[config.mk]
export PLATFORM = sky130hd
export DESIGN_NAME = nes_bus_top
export DESIGN_NICKNAME = d
export VERILOG_FILES = /design/src/nes_bus_pkg.sv /design/src/clock_divider.sv /design/src/dma_controller.sv /design/src/joypad_port.sv /design/src/cpu_bus_mux.sv /design/src/nes_bus_top.sv
export SDC_FILE = /design/constraint.sdc
export NUM_CORES = 1
export LEC_CHECK = 0
export BUFFER_PORTS_ARGS = -buffer_cell sky130_fd_sc_hd__buf_2
export CAP_MARGIN = 20
export CORE_MARGIN = 8
export CORE_UTILIZATION = 55
export DETAILED_ROUTE_END_ITERATION = 8
export HOLD_SLACK_MARGIN = 0.03
export PLACE_DENSITY = 0.9
export SYNTH_ARGS = -nofsm -noshare
export SYNTH_HDL_FRONTEND = slang
export SYNTH_SLANG_ARGS = --single-unit
[constraint.sdc]
create_clock -name clk -period 5.3 [get_ports clk]
set_input_delay 0.53 -clock clk [delete_from_list [all_inputs] [get_ports clk]]
set_output_delay 0.53 -clock clk [all_outputs]
set_load 0.02 [all_outputs]
[src/nes_bus_pkg.sv]
/*
 * Shared types and constants for the console CPU bus core.
 * Imported by the divider, DMA, controller port and bus mux blocks,
 * and by the top level that joins them.
 */

package nes_bus_pkg;

	typedef logic [15:0] addr_t;	// CPU side address
	typedef logic [7:0]  data_t;	// One bus byte

	// Master clock dividers
	localparam logic [3:0] CPU_DIV        = 4'd12;	// Master clocks per CPU cycle
	localparam logic [2:0] PPU_DIV        = 3'd4;	// Master clocks per PPU tick
	localparam logic [2:0] PAL_LONG_CYCLE = 3'd5;	// Last CPU cycle of the group gets one extra tick

	// Memory map
	localparam addr_t OAM_DATA_ADDR = 16'h2004;	// Sprite DMA write target
	localparam addr_t PPU_BASE      = 16'h2000;
	localparam addr_t PPU_END       = 16'h3FFF;	// Registers mirrored across the window

	// APU block is 4000 to 401F, match on the upper eleven bits
	localparam logic [10:0] APU_PAGE = 11'b0100_0000_000;

	localparam logic [4:0] REG_SPRITE_DMA = 5'h14;	// 4014
	localparam logic [4:0] REG_JOY1       = 5'h16;	// 4016, also the strobe register
	localparam logic [4:0] REG_JOY2       = 5'h17;	// 4017

	// Bit 0 set selects PAL clocking
	typedef enum logic [1:0] {
		NTSC  = 2'd0,
		PAL   = 2'd1,
		DENDY = 2'd2
	} sys_type_e;

	// Bit 0 pauses the CPU, bit 1 owns the bus
	typedef enum logic [1:0] {
		SPR_IDLE  = 2'b00,
		SPR_ALIGN = 2'b01,	// Halt or alignment cycle
		SPR_COPY  = 2'b11	// Get reads the page, put writes OAM
	} spr_state_e;

	typedef enum logic {
		DMC_IDLE  = 1'b0,
		DMC_FETCH = 1'b1	// Borrowed get cycle
	} dmc_state_e;

endpackage

[src/clock_divider.sv]
/*
 * Master clock divider. Produces the one clock wide CPU, PPU and cart
 * enables, the get/put phase and the PPU register access slots.
 * PAL stretches every fifth CPU cycle by one PPU tick.
 */

`timescale 1ns/1ps

module clock_divider (
	input  logic                   clk,
	input  logic                   reset,
	input  nes_bus_pkg::sys_type_e sys_type,
	output logic                   cpu_ce,
	output logic                   ppu_ce,
	output logic                   put_ce,
	output logic                   get_ce,
	output logic                   cart_ce,
	output logic                   put_cycle,
	output logic                   ppu_read_slot,
	output logic                   ppu_write_slot
);
	import nes_bus_pkg::*;

	logic [3:0] div_cpu;	// Runs 1 to CPU_DIV
	logic [2:0] div_ppu;	// Runs 1 to PPU_DIV
	logic [1:0] ppu_tick;	// PPU tick index inside the current CPU cycle
	logic [2:0] pal_count;	// Position in the PAL five cycle group
	sys_type_e  last_sys_type;
	logic       pal;
	logic       long_cycle;
	logic       stretch;

	assign pal = sys_type[0];

	// Fifth cycle of a PAL group is the long one
	assign long_cycle = pal && (pal_count == PAL_LONG_CYCLE - 3'd1);

	// Hold the CPU divider for the whole first PPU tick of the long cycle
	assign stretch = long_cycle && (ppu_tick == 2'd0);

	assign cpu_ce = (div_cpu == CPU_DIV);
	assign ppu_ce = (div_ppu == PPU_DIV);

	// Get/put split of the CPU enable
	assign put_ce = cpu_ce && put_cycle;
	assign get_ce = cpu_ce && !put_cycle;

	// Access slots move one tick later when the cycle is stretched
	assign ppu_write_slot = (ppu_tick == (long_cycle ? 2'd1 : 2'd0));
	assign ppu_read_slot  = (ppu_tick == (long_cycle ? 2'd2 : 2'd1));

	// Cart runs on the first PPU tick that sees CPU data
	assign cart_ce = ppu_ce && ppu_write_slot;

	always_ff @(posedge clk) begin
		if (reset) begin
			div_cpu       <= 4'd1;
			div_ppu       <= 3'd1;
			ppu_tick      <= 2'd0;
			pal_count     <= 3'd0;
			put_cycle     <= 1'b1;	// First cycle after reset is a put
			last_sys_type <= sys_type;
		end else begin
			last_sys_type <= sys_type;

			if (last_sys_type != sys_type) begin
				// Realign everything on a system change
				div_cpu   <= 4'd1;
				div_ppu   <= 3'd1;
				ppu_tick  <= 2'd0;
				pal_count <= 3'd0;
			end else begin
				if (!stretch)
					div_cpu <= cpu_ce ? 4'd1 : div_cpu + 4'd1;

				div_ppu <= ppu_ce ? 3'd1 : div_ppu + 3'd1;

				// Restart tick count at each CPU cycle
				if (cpu_ce)
					ppu_tick <= 2'd0;
				else if (ppu_ce)
					ppu_tick <= ppu_tick + 2'd1;

				if (cpu_ce && pal)
					pal_count <= long_cycle ? 3'd0 : pal_count + 3'd1;
			end

			if (cpu_ce)
				put_cycle <= ~put_cycle;	// Phase flips every CPU cycle
		end
	end

endmodule

[src/dma_controller.sv]
/*
 * Sprite and DMC DMA controller. Takes the bus from the CPU, reads on
 * get cycles and writes OAM on put cycles, and pauses the CPU meanwhile.
 * A DMC fetch steals one get cycle and the sprite copy resumes after it.
 */

`timescale 1ns/1ps

module dma_controller (
	input  logic               clk,
	input  logic               reset,
	input  logic               cpu_ce,
	input  logic               put_ce,
	input  logic               get_ce,
	input  logic               put_cycle,
	input  logic               sprite_trigger,
	input  logic               cpu_read,
	input  nes_bus_pkg::data_t cpu_wdata,
	input  nes_bus_pkg::data_t dma_rdata,
	input  logic               dmc_request,
	input  nes_bus_pkg::addr_t dmc_addr,
	output nes_bus_pkg::addr_t dma_addr,
	output logic               dma_active,
	output logic               dma_read,
	output nes_bus_pkg::data_t dma_wdata,
	output logic               dmc_ack,
	output logic               pause_cpu
);
	import nes_bus_pkg::*;

	spr_state_e spr_state;
	dmc_state_e dmc_state;
	logic       dmc_halt;	// Halt cycle seen, CPU now stopped on a read
	data_t      spr_page;	// Source page from the 4014 write
	logic [7:0] spr_index;
	data_t      spr_latch;	// Byte read on get, written on put
	logic       spr_copy;

	assign spr_copy = (spr_state == SPR_COPY);

	// DMC needs one halt cycle, then enters on a put so the fetch is a get
	always_ff @(posedge clk) begin
		if (reset) begin
			dmc_state <= DMC_IDLE;
			dmc_halt  <= 1'b0;
		end else if (cpu_ce) begin
			if (dmc_state == DMC_IDLE) begin
				if (dmc_halt && dmc_request && put_ce) begin
					dmc_state <= DMC_FETCH;
					dmc_halt  <= 1'b0;
				end else begin
					dmc_halt <= dmc_request && cpu_read;
				end
			end else if (get_ce) begin
				dmc_state <= DMC_IDLE;	// Single borrowed get cycle
			end
		end
	end

	always_ff @(posedge clk) begin
		if (reset) begin
			spr_state <= SPR_IDLE;
		end else if (cpu_ce) begin
			case (spr_state)
				SPR_IDLE:
					if (sprite_trigger)
						spr_state <= SPR_ALIGN;
				SPR_ALIGN:
					// Leave on a put so the copy opens with a read
					if (cpu_read && put_ce)
						spr_state <= SPR_COPY;
				SPR_COPY:
					if (get_ce && dmc_state == DMC_FETCH)
						spr_state <= SPR_ALIGN;	// DMC took the read, realign
					else if (put_ce && spr_index == 8'hFF)
						spr_state <= SPR_IDLE;	// Last pair written
				default:
					spr_state <= SPR_IDLE;
			endcase
		end
	end

	// Source pointer and data latch
	always_ff @(posedge clk) begin
		if (cpu_ce) begin
			if (spr_state == SPR_IDLE && sprite_trigger) begin
				spr_page  <= cpu_wdata;
				spr_index <= 8'h00;
			end
			if (spr_copy && get_ce && dmc_state == DMC_IDLE)
				spr_latch <= dma_rdata;
			if (spr_copy && put_ce)
				spr_index <= spr_index + 8'd1;	// Advance only after the write
		end
	end

	assign dmc_ack    = (dmc_state == DMC_FETCH);	// Always a get cycle
	assign dma_active = dmc_ack || spr_copy;
	assign dma_read   = !put_cycle;
	assign dma_wdata  = spr_latch;
	assign pause_cpu  = (spr_state != SPR_IDLE) || dmc_request || dmc_ack;

	// DMC wins the bus, otherwise phase picks source or OAM port
	assign dma_addr = dmc_ack   ? dmc_addr :
	                  put_cycle ? OAM_DATA_ADDR : {spr_page, spr_index};

endmodule

[src/joypad_port.sv]
/*
 * Controller port registers. Holds the strobe bits written to 4016 and
 * presents them at the next put cycle, pulses the port clocks on reads
 * and returns the selected port's data lines.
 */

`timescale 1ns/1ps

module joypad_port (
	input  logic               clk,
	input  logic               reset,
	input  logic               put_ce,
	input  logic               joy1_cs,
	input  logic               joy2_cs,
	input  logic               cpu_read,
	input  nes_bus_pkg::data_t cpu_wdata,
	input  logic [4:0]         joypad1_data,
	input  logic [4:0]         joypad2_data,
	output logic [2:0]         joypad_out,
	output logic [1:0]         joypad_clock,
	output logic [4:0]         joy_rdata
);

	logic [2:0] strobe_latch;	// Last value written to 4016
	logic       strobe_write;

	assign strobe_write = joy1_cs && !cpu_read;

	always_ff @(posedge clk) begin
		if (reset) begin
			strobe_latch <= 3'd0;
			joypad_out   <= 3'd0;
		end else begin
			if (strobe_write)
				strobe_latch <= cpu_wdata[2:0];
			// Output pins only change on put
			if (put_ce)
				joypad_out <= strobe_write ? cpu_wdata[2:0] : strobe_latch;
		end
	end

	// Clock line follows the read of each port
	assign joypad_clock = {joy2_cs && cpu_read, joy1_cs && cpu_read};

	assign joy_rdata = joy2_cs ? joypad2_data : joypad1_data;

endmodule

[src/cpu_bus_mux.sv]
/*
 * CPU side bus selection. Chooses DMA or CPU as master, decodes the
 * PPU and APU windows, resolves read data by priority and keeps the
 * open bus value that unmapped reads return.
 */

`timescale 1ns/1ps

module cpu_bus_mux (
	input  logic               clk,
	input  logic               reset,
	input  logic               cpu_ce,
	input  nes_bus_pkg::addr_t cpu_addr,
	input  logic               cpu_rnw,
	input  nes_bus_pkg::data_t cpu_wdata,
	input  nes_bus_pkg::addr_t dma_addr,
	input  logic               dma_active,
	input  logic               dma_read,
	input  nes_bus_pkg::data_t dma_wdata,
	input  logic               ppu_read_slot,
	input  logic               ppu_write_slot,
	input  nes_bus_pkg::data_t ppu_rdata,
	input  logic               prg_allow,
	input  nes_bus_pkg::data_t prg_rdata,
	input  logic [4:0]         joy_rdata,
	output nes_bus_pkg::addr_t bus_addr,
	output logic               bus_read,
	output logic               bus_write,
	output nes_bus_pkg::data_t bus_dout,
	output logic               ppu_rd,
	output logic               ppu_wr,
	output logic               sprite_trigger,
	output logic               joy1_cs,
	output logic               joy2_cs,
	output nes_bus_pkg::data_t cpu_din,
	output nes_bus_pkg::data_t dma_rdata
);
	import nes_bus_pkg::*;

	logic  apu_cs;
	logic  ppu_cs;
	logic  joy_cs;
	data_t open_bus;	// Last value seen on the data bus
	data_t read_data;	// External sources without the controllers

	// Bus master
	assign bus_addr  = dma_active ? dma_addr : cpu_addr;
	assign bus_read  = dma_active ? dma_read : cpu_rnw;
	assign bus_write = dma_active ? !dma_read : !cpu_rnw;
	assign bus_dout  = dma_active ? dma_wdata : cpu_wdata;

	// Decode
	assign apu_cs  = (bus_addr[15:5] == APU_PAGE);
	assign ppu_cs  = (bus_addr >= PPU_BASE) && (bus_addr <= PPU_END);
	assign joy1_cs = apu_cs && (bus_addr[4:0] == REG_JOY1);
	assign joy2_cs = apu_cs && (bus_addr[4:0] == REG_JOY2);
	assign joy_cs  = joy1_cs || joy2_cs;

	assign sprite_trigger = apu_cs && (bus_addr[4:0] == REG_SPRITE_DMA) && bus_write;

	// PPU strobes land in their own tick of the CPU cycle
	assign ppu_rd = ppu_cs && bus_read && ppu_read_slot;
	assign ppu_wr = ppu_cs && bus_write && ppu_write_slot;

	assign read_data = ppu_cs    ? ppu_rdata :
	                   prg_allow ? prg_rdata : open_bus;

	// CPU read of a port, top three bits float from open bus
	assign cpu_din = (joy_cs && !dma_active) ? {open_bus[7:5], joy_rdata} : read_data;

	// DMA read of a port sees the live bus on the upper bits
	assign dma_rdata = (joy_cs && dma_active) ? {cpu_din[7:5], joy_rdata} : cpu_din;

	always_ff @(posedge clk) begin
		if (reset)
			open_bus <= 8'h00;
		else if (!cpu_ce)
			open_bus <= bus_write ? bus_dout : dma_rdata;	// Frozen on the CPU edge
	end

endmodule

[src/nes_bus_top.sv]
/*
 * Top level of the CPU bus core. Joins the clock divider, DMA
 * controller, controller port and bus mux. The external CPU must
 * hold its cycle while pause_cpu is high.
 */

`timescale 1ns/1ps

module nes_bus_top (
	input  logic                   clk,
	input  logic                   reset,
	input  nes_bus_pkg::sys_type_e sys_type,
	input  nes_bus_pkg::addr_t     cpu_addr,
	input  logic                   cpu_rnw,
	input  nes_bus_pkg::data_t     cpu_wdata,
	input  nes_bus_pkg::data_t     ppu_rdata,
	input  logic                   prg_allow,
	input  nes_bus_pkg::data_t     prg_rdata,
	input  logic                   dmc_request,
	input  nes_bus_pkg::addr_t     dmc_addr,
	input  logic [4:0]             joypad1_data,
	input  logic [4:0]             joypad2_data,
	output logic                   cpu_ce,
	output logic                   ppu_ce,
	output logic                   put_ce,
	output logic                   get_ce,
	output logic                   cart_ce,
	output nes_bus_pkg::addr_t     bus_addr,
	output logic                   bus_read,
	output logic                   bus_write,
	output nes_bus_pkg::data_t     bus_dout,
	output logic                   ppu_rd,
	output logic                   ppu_wr,
	output nes_bus_pkg::data_t     cpu_din,
	output logic                   pause_cpu,
	output logic                   dmc_ack,
	output logic                   dma_active,
	output logic [2:0]             joypad_out,
	output logic [1:0]             joypad_clock
);
	import nes_bus_pkg::*;

	logic       put_cycle;
	logic       ppu_read_slot;
	logic       ppu_write_slot;
	addr_t      dma_addr;
	logic       dma_read;
	data_t      dma_wdata;
	data_t      dma_rdata;
	logic       sprite_trigger;
	logic       joy1_cs;
	logic       joy2_cs;
	logic [4:0] joy_rdata;

	clock_divider clock_divider_i (
		.clk            (clk),
		.reset          (reset),
		.sys_type       (sys_type),
		.cpu_ce         (cpu_ce),
		.ppu_ce         (ppu_ce),
		.put_ce         (put_ce),
		.get_ce         (get_ce),
		.cart_ce        (cart_ce),
		.put_cycle      (put_cycle),
		.ppu_read_slot  (ppu_read_slot),
		.ppu_write_slot (ppu_write_slot)
	);

	dma_controller dma_controller_i (
		.clk            (clk),
		.reset          (reset),
		.cpu_ce         (cpu_ce),
		.put_ce         (put_ce),
		.get_ce         (get_ce),
		.put_cycle      (put_cycle),
		.sprite_trigger (sprite_trigger),
		.cpu_read       (cpu_rnw),
		.cpu_wdata      (cpu_wdata),
		.dma_rdata      (dma_rdata),
		.dmc_request    (dmc_request),
		.dmc_addr       (dmc_addr),
		.dma_addr       (dma_addr),
		.dma_active     (dma_active),
		.dma_read       (dma_read),
		.dma_wdata      (dma_wdata),
		.dmc_ack        (dmc_ack),
		.pause_cpu      (pause_cpu)
	);

	joypad_port joypad_port_i (
		.clk          (clk),
		.reset        (reset),
		.put_ce       (put_ce),
		.joy1_cs      (joy1_cs),
		.joy2_cs      (joy2_cs),
		.cpu_read     (cpu_rnw),
		.cpu_wdata    (cpu_wdata),
		.joypad1_data (joypad1_data),
		.joypad2_data (joypad2_data),
		.joypad_out   (joypad_out),
		.joypad_clock (joypad_clock),
		.joy_rdata    (joy_rdata)
	);

	cpu_bus_mux cpu_bus_mux_i (
		.clk            (clk),
		.reset          (reset),
		.cpu_ce         (cpu_ce),
		.cpu_addr       (cpu_addr),
		.cpu_rnw        (cpu_rnw),
		.cpu_wdata      (cpu_wdata),
		.dma_addr       (dma_addr),
		.dma_active     (dma_active),
		.dma_read       (dma_read),
		.dma_wdata      (dma_wdata),
		.ppu_read_slot  (ppu_read_slot),
		.ppu_write_slot (ppu_write_slot),
		.ppu_rdata      (ppu_rdata),
		.prg_allow      (prg_allow),
		.prg_rdata      (prg_rdata),
		.joy_rdata      (joy_rdata),
		.bus_addr       (bus_addr),
		.bus_read       (bus_read),
		.bus_write      (bus_write),
		.bus_dout       (bus_dout),
		.ppu_rd         (ppu_rd),
		.ppu_wr         (ppu_wr),
		.sprite_trigger (sprite_trigger),
		.joy1_cs        (joy1_cs),
		.joy2_cs        (joy2_cs),
		.cpu_din        (cpu_din),
		.dma_rdata      (dma_rdata)
	);

endmodule

== Word-level counts from Yosys, hierarchy flattened ==
Index checks and enable logic that the tools add are counted.
W data, S select, Z words.
Operators by class
  bitwise gates (word level): 2
  multiplexer cells: 28
  equality and inequality tests: 16
  reductions and logical operators: 49
  $add $sub $neg: 5
  $lt $le $gt $ge: 2
Operator list (count)
  $mux W8: 7
  $mux W16: 3
  $logic_and A1 B1 Y1: 30
  $ge A16 B14 Y1 const B: 1
  $le A16 B14 Y1 const B: 1
  $eq A5 B5 Y1 const B: 3
  $eq A11 B10 Y1 const B: 1
  $mux W2: 5
  $mux W5: 2
  $add A8 B1 Y8 const B: 1
  $eq A8 B8 Y1 const B: 1
  $reduce_and A2 Y1: 4
  $mux W1: 7
  $add A3 B1 Y3 const B: 2
  $eq A3 B3 Y1 const B: 2
  $mux W3: 2
  $pmux W2 S3: 1
  $reduce_or A3 Y1: 2
  $add A4 B1 Y4 const B: 1
  $eq A2 B2 Y1: 2
  $eq A4 B4 Y1 const B: 1
  $logic_not A2 Y1: 2
  $logic_or A1 B1 Y1: 4
  $mux W4: 1
  11 further kinds: 16
Word-level totals
  output and inout port bits: 49
  word-level logic and storage cells: 117
  input port bits: 73
  bits in registers: 57

== Longest topological paths before layout ==
  word-level depth: 10
  depth in mapped cells: 11
  gate-level depth less buffers: 9

== Cells and area by module ==
A second synthesis with hierarchy kept.
Unflattened totals
  cell total of the unflattened synthesis: 402
  area total of the unflattened synthesis: 3752.3 µm²
Modules (own cells, without submodules)
  cpu_bus_mux: instances 1, cells each 176, area each 1386.3 µm², sequential area each 160.2 µm²
  dma_controller: instances 1, cells each 117, area each 1332.5 µm², sequential area each 800.8 µm²
  clock_divider: instances 1, cells each 83, area each 753.2 µm², sequential area each 300.3 µm²
  joypad_port: instances 1, cells each 26, area each 280.3 µm², sequential area each 120.1 µm²

== Worst setup path before layout ==
Ideal clock, no wire load.
  path kind: input -> output
  start point: in dmc_addr[7]
  end point: out cpu_din[2]
  required time: 4.770 ns
  setup slack: 2.045 ns
  buffers on the path: 2
  stages: 7
  data arrival time: 2.725 ns
  cell sequence: or4_1 -> o31ai_2 -> nand4_1 -> or4_1 -> buf_2 -> buf_2 -> o21ai_0
Between the ends
  word-level cells in the longest chain between the ends: 7
  elaborated cells between the ends (all ways): 13
  those cells by class: order compare (2); eq/ne (1); mux (5); reduce/logical (5)
RTL lines
  start, declared: line nes_bus_top.sv:20  | input nes_bus_pkg::addr_t dmc_addr,
  $mux W16 (*): line dma_controller.sv:104  | assign dma_addr = dmc_ack ? dmc_addr :
  $mux W16 (*): line cpu_bus_mux.sv:47  | assign bus_addr = dma_active ? dma_addr : cpu_addr;
  branches (longest 4 deep; another with $ge A16 B14 Y1)
  $mux W8 (*): line cpu_bus_mux.sv:69  | assign cpu_din = (joy_cs && !dma_active) ? {open_bus[7:5], joy_rdata} : read_data;
  end, declared: line nes_bus_top.sv:34  | output nes_bus_pkg::data_t cpu_din,
Every way passes the cells marked *.

== Worst setup path after layout ==
  start point: reg dma_controller_i.dmc_state (netlist: dma_controller_i.dmc_ack)
  end point: out cpu_din[6]
Between the ends
  word-level cells in the longest chain between the ends: 7
  elaborated cells between the ends (all ways): 16
  those cells by class: order compare (2); eq/ne (3); mux (4); reduce/logical (7)
RTL lines
  start, declared: line dma_controller.sv:32  | dmc_state_e dmc_state;
  start signal, assigned: line dma_controller.sv:44  | dmc_state <= DMC_IDLE;
  start signal, assigned: line dma_controller.sv:49  | dmc_state <= DMC_FETCH;
  start signal, assigned: line dma_controller.sv:55  | dmc_state <= DMC_IDLE;
  branches (longest 6 deep; another with $ge A16 B14 Y1)
  $mux W8 (*): line cpu_bus_mux.sv:69
Marks and branches as above.

==> flow_summary.yaml <==
job:
  maxCapViolations: 0
global_routing:
  gr-usage-all-layers_pct: 23.3
  grt_pass1_vias: 3514
  grt_max_degree: 29
  antenna_found_initial: 0
  grt_pass1_wl_mm: 16.9
  grt-ovfl-total: 0
timing:
  rsz0062_at_grt: "no"
  setup_viol: 0
  relSlewSlack_pct: 43.4
  fin_tns_setup_ps: 0
  min_period_ps: 4520
  finalCritPeriodShare_pct: 85.2
  slew_violations: 0
  clock_skew_ps: 9.86
  finalHoldViolCount: 0
  whs_ps: 310
  fmax_mhz: 221
  max_slew.worst_pin.slew_ps: 848
detailed_routing:
  viasPerCell: 6.02
  dr.pass1.iters: 5
  ant_nets: 0
  dr.first_iter.drc_count: 346
  drc_errors: 0
  dr_total_vias: 3570
  routedWlPerCell_microns: 18.5
  wirelength_mm: 11.0
floorplan:
  fp.dieW_microns: 96.1
  start_util_pct: 56.3
  coreArea_sq_um: 6280
  ioPinCount: 122
  rows: 29
  die_area_sq_um: 9240
  die_y_microns: 96.1
clock_network:
  cts_resized: 0
  post-cts-setup-buffers: 0
  cts_buffers: 9
  hold_buffers: 0
  cts_buffer_depth: 2
  cts_sinks: 57
  cts.htree.levels: 3
  tritoncts: "done"
  clk_latency_ps: 340
  root_buffer: "clkbuf_8"
  clk_pin_slew_ps: 70
power:
  p_leak_nw: 1.98
  max-vdd-ir-drop_mv: 0.185
  p_per_area_nw_per_um2: 249
setup_path:
  max_stage_delay_ps: 860
  slowest_stage: "or4_1"
  cp_num_buf_inv: 2
  criticalPathCategory: "reg -> out"
  path_delay_family: "compound AO/OA/AOI/OAI gates"
  path_max_fanout: 28
  crit_required_ps: 4770
  cp_cell_sequence: "a21oi_4 > inv_2 > o221ai_2 > nand4_1 > or4_1 > a21boi_1 > o2bb2a_4 > buf_2"
  cp.arrival_ps: 3990
  setup.worst_path.start_class: "register"
  cp-end-kind: "output pin"
placed_design:
  dp_hpwl_mm: 8.27
  gp_congestion: 0.918
  dpl-instance-area_sq_um: 4120
  io_buffers: 121
synthesis:
  postSynth.asyncResetShare_pct: 0
  yosys_register_bits: 57
  ys_seq_area_share_pct: 39.1
  ys_types: 57
  synth_warnings: 0
  synthCells: 402
  syn_avg_cell_area_sq_um: 8.79
  synthFlopType: "dfxtp_1"
  syn-num-nets: 483
  synth-edff-count: 24
  synth_area_sq_um: 3530
status:
  status: "completed"
min_path:
  min_path_type: "in -> reg"
final_layout:
  drive_gt1_share_pct: 31.6
  diodes: 0
  area_growth_pct: 22.8
  final_cell_area_sq_um: 4340
  nNetsFinal: 592
## flip-flops by register name (all words and copies together), names as in the netlist
| signal | cells |
|---|---|
| clock_divider_i.div_cpu | 4 |
| dma_controller_i.dma_wdata | 8 |
| joypad_port_i.strobe_latch | 3 |
| clock_divider_i.ppu_tick | 2 |
| dma_controller_i.dmc_halt | 1 |
| clock_divider_i.last_sys_type | 2 |
| clock_divider_i.pal_count | 3 |
| dma_controller_i.dmc_ack | 1 |
| cpu_bus_mux_i.open_bus | 8 |
| joypad_port_i.joypad_out | 3 |
| dma_controller_i.spr_page | 8 |
| dma_controller_i.spr_index | 8 |
| clock_divider_i.div_ppu | 3 |
| dma_controller_i.spr_state | 2 |
| clock_divider_i.put_cycle | 1 |
## per-layer routing
layer / wire length [microns] / track usage (%)
met4: 259 / 9.73
met1: 4250 / 27.6
met2: 5270 / 38.8
met3: 1180 / 6.63
met5: 0 / 0
## power by group
group          total [W]  switching (W)  internal [W]
Sequential      0.000470     0.00000545      0.000465
Combinational   0.000159      0.0000922     0.0000664
Clock           0.000452       0.000189      0.000263
Total            0.00108       0.000287      0.000794
## cells in the final DEF (no fill, tap or decap), types with 3 or more instances in the layout
cell type / synthesis / final
a21oi_1: 17 / 17
o21ai_0: 18 / 18
nand3_1: 18 / 18
nor3_1: 7 / 7
edfxtp_1: 24 / 24
or3_1: 3 / 3
a222oi_1: 7 / 7
ha_1: 8 / 8
or4_1: 3 / 3
a31oi_1: 5 / 5
mux2i_1: 14 / 14
mux2_2: 10 / 10
xnor2_1: 6 / 6
nand2_1: 55 / 55
xor2_1: 5 / 5
a311oi_1: 4 / 4
nor4_2: 3 / 3
clkbuf_8: 0 / 9
inv_1: 35 / 35
nor2_1: 36 / 36
nand2b_1: 7 / 7
nand4b_1: 3 / 3
and4_1: 5 / 5
and3b_1: 3 / 3
dfxtp_1: 33 / 33
and2_1: 5 / 5
a22oi_1: 3 / 3
nor3b_1: 4 / 4
clkinvlp_4: 0 / 4
buf_2: 8 / 121
nand4_1: 4 / 4
a221o_1: 3 / 3
a211oi_1: 4 / 4
## cell families after synthesis
family                     count (synthesis)  share of synthesized area (%)
AOI/OAI and AO/OA                         76                           16.6
and+or+nand+nor                          165                           24.2
DFF                                       57                           39.1
muxes                                     24                           7.16
xor gates and xnor gates                  11                           2.73
buffers and inverters                     61                           7.40
adders and majority gates                  8                           2.83
## path summary, 6_finish.rpt
kind,end,depth (start not counted),slack (ps),from
worst max-delay path,cpu_din[6],8,780,dma_controller_i.dmc_ack
worst min register to register,clock_divider_i.div_ppu[0],1,410,clock_divider_i.div_ppu[0]
worst max register to register,dma_controller_i.dma_wdata[6],7,1580,dma_controller_i.dmc_ack
worst min-delay path,clock_divider_i.last_sys_type[1],1,310,sys_type[1]
## synthesized netlist by cell type (3+ instances only)
library cell	count	area, sq um
a222oi_1	7	70.1
a31oi_1	5	31.3
clkbuf_1	8	30.0
nand4_1	4	25.0
or3_1	3	18.8
mux2_2	10	113
a211oi_1	4	30.0
mux2i_1	14	140
a21oi_1	17	85.1
inv_1	35	131
nor4_2	3	37.5
nor2_1	36	135
nand2b_1	7	43.8
buf_4	4	30.0
xor2_1	5	43.8
and2_1	5	31.3
or4_1	3	22.5
nor3b_1	4	30.0
xnor2_1	6	52.6
buf_1	3	11.3
a22oi_1	3	22.5
and3b_1	3	26.3
dfxtp_1	33	661
edfxtp_1	24	721
a311oi_1	4	35.0
a221o_1	3	30.0
ha_1	8	100
nand2_1	55	206
o21ai_0	18	90.1
nand3_1	18	90.1
buf_2	8	40.0
nand4b_1	3	26.3
nor3_1	7	35.0
and4_1	5	43.8
## layout make-up
cell class	instances	area, sq um
clock buffers	9	124
clock inverters	7	95.1
flip-flops and latches	57	1380
inverters	37	139
well taps	77	96.3
fillers	495	1940
repair buffers	122	613
multi-input cells	284	1890
## through the flow
stage	setup slack, ps	cells	power, W	util [%]
after floorplan	2050	402	0.000572	-
after global placement	1370	577	0.000630	65.6
after detailed placement	1260	577	0.000635	65.6
after CTS	871	593	0.00108	69.1
after global routing	600	593	0.00112	69.1
final	785	593	0.00108	69.1
No activity file was read; power rests on OpenSTA's default activity.
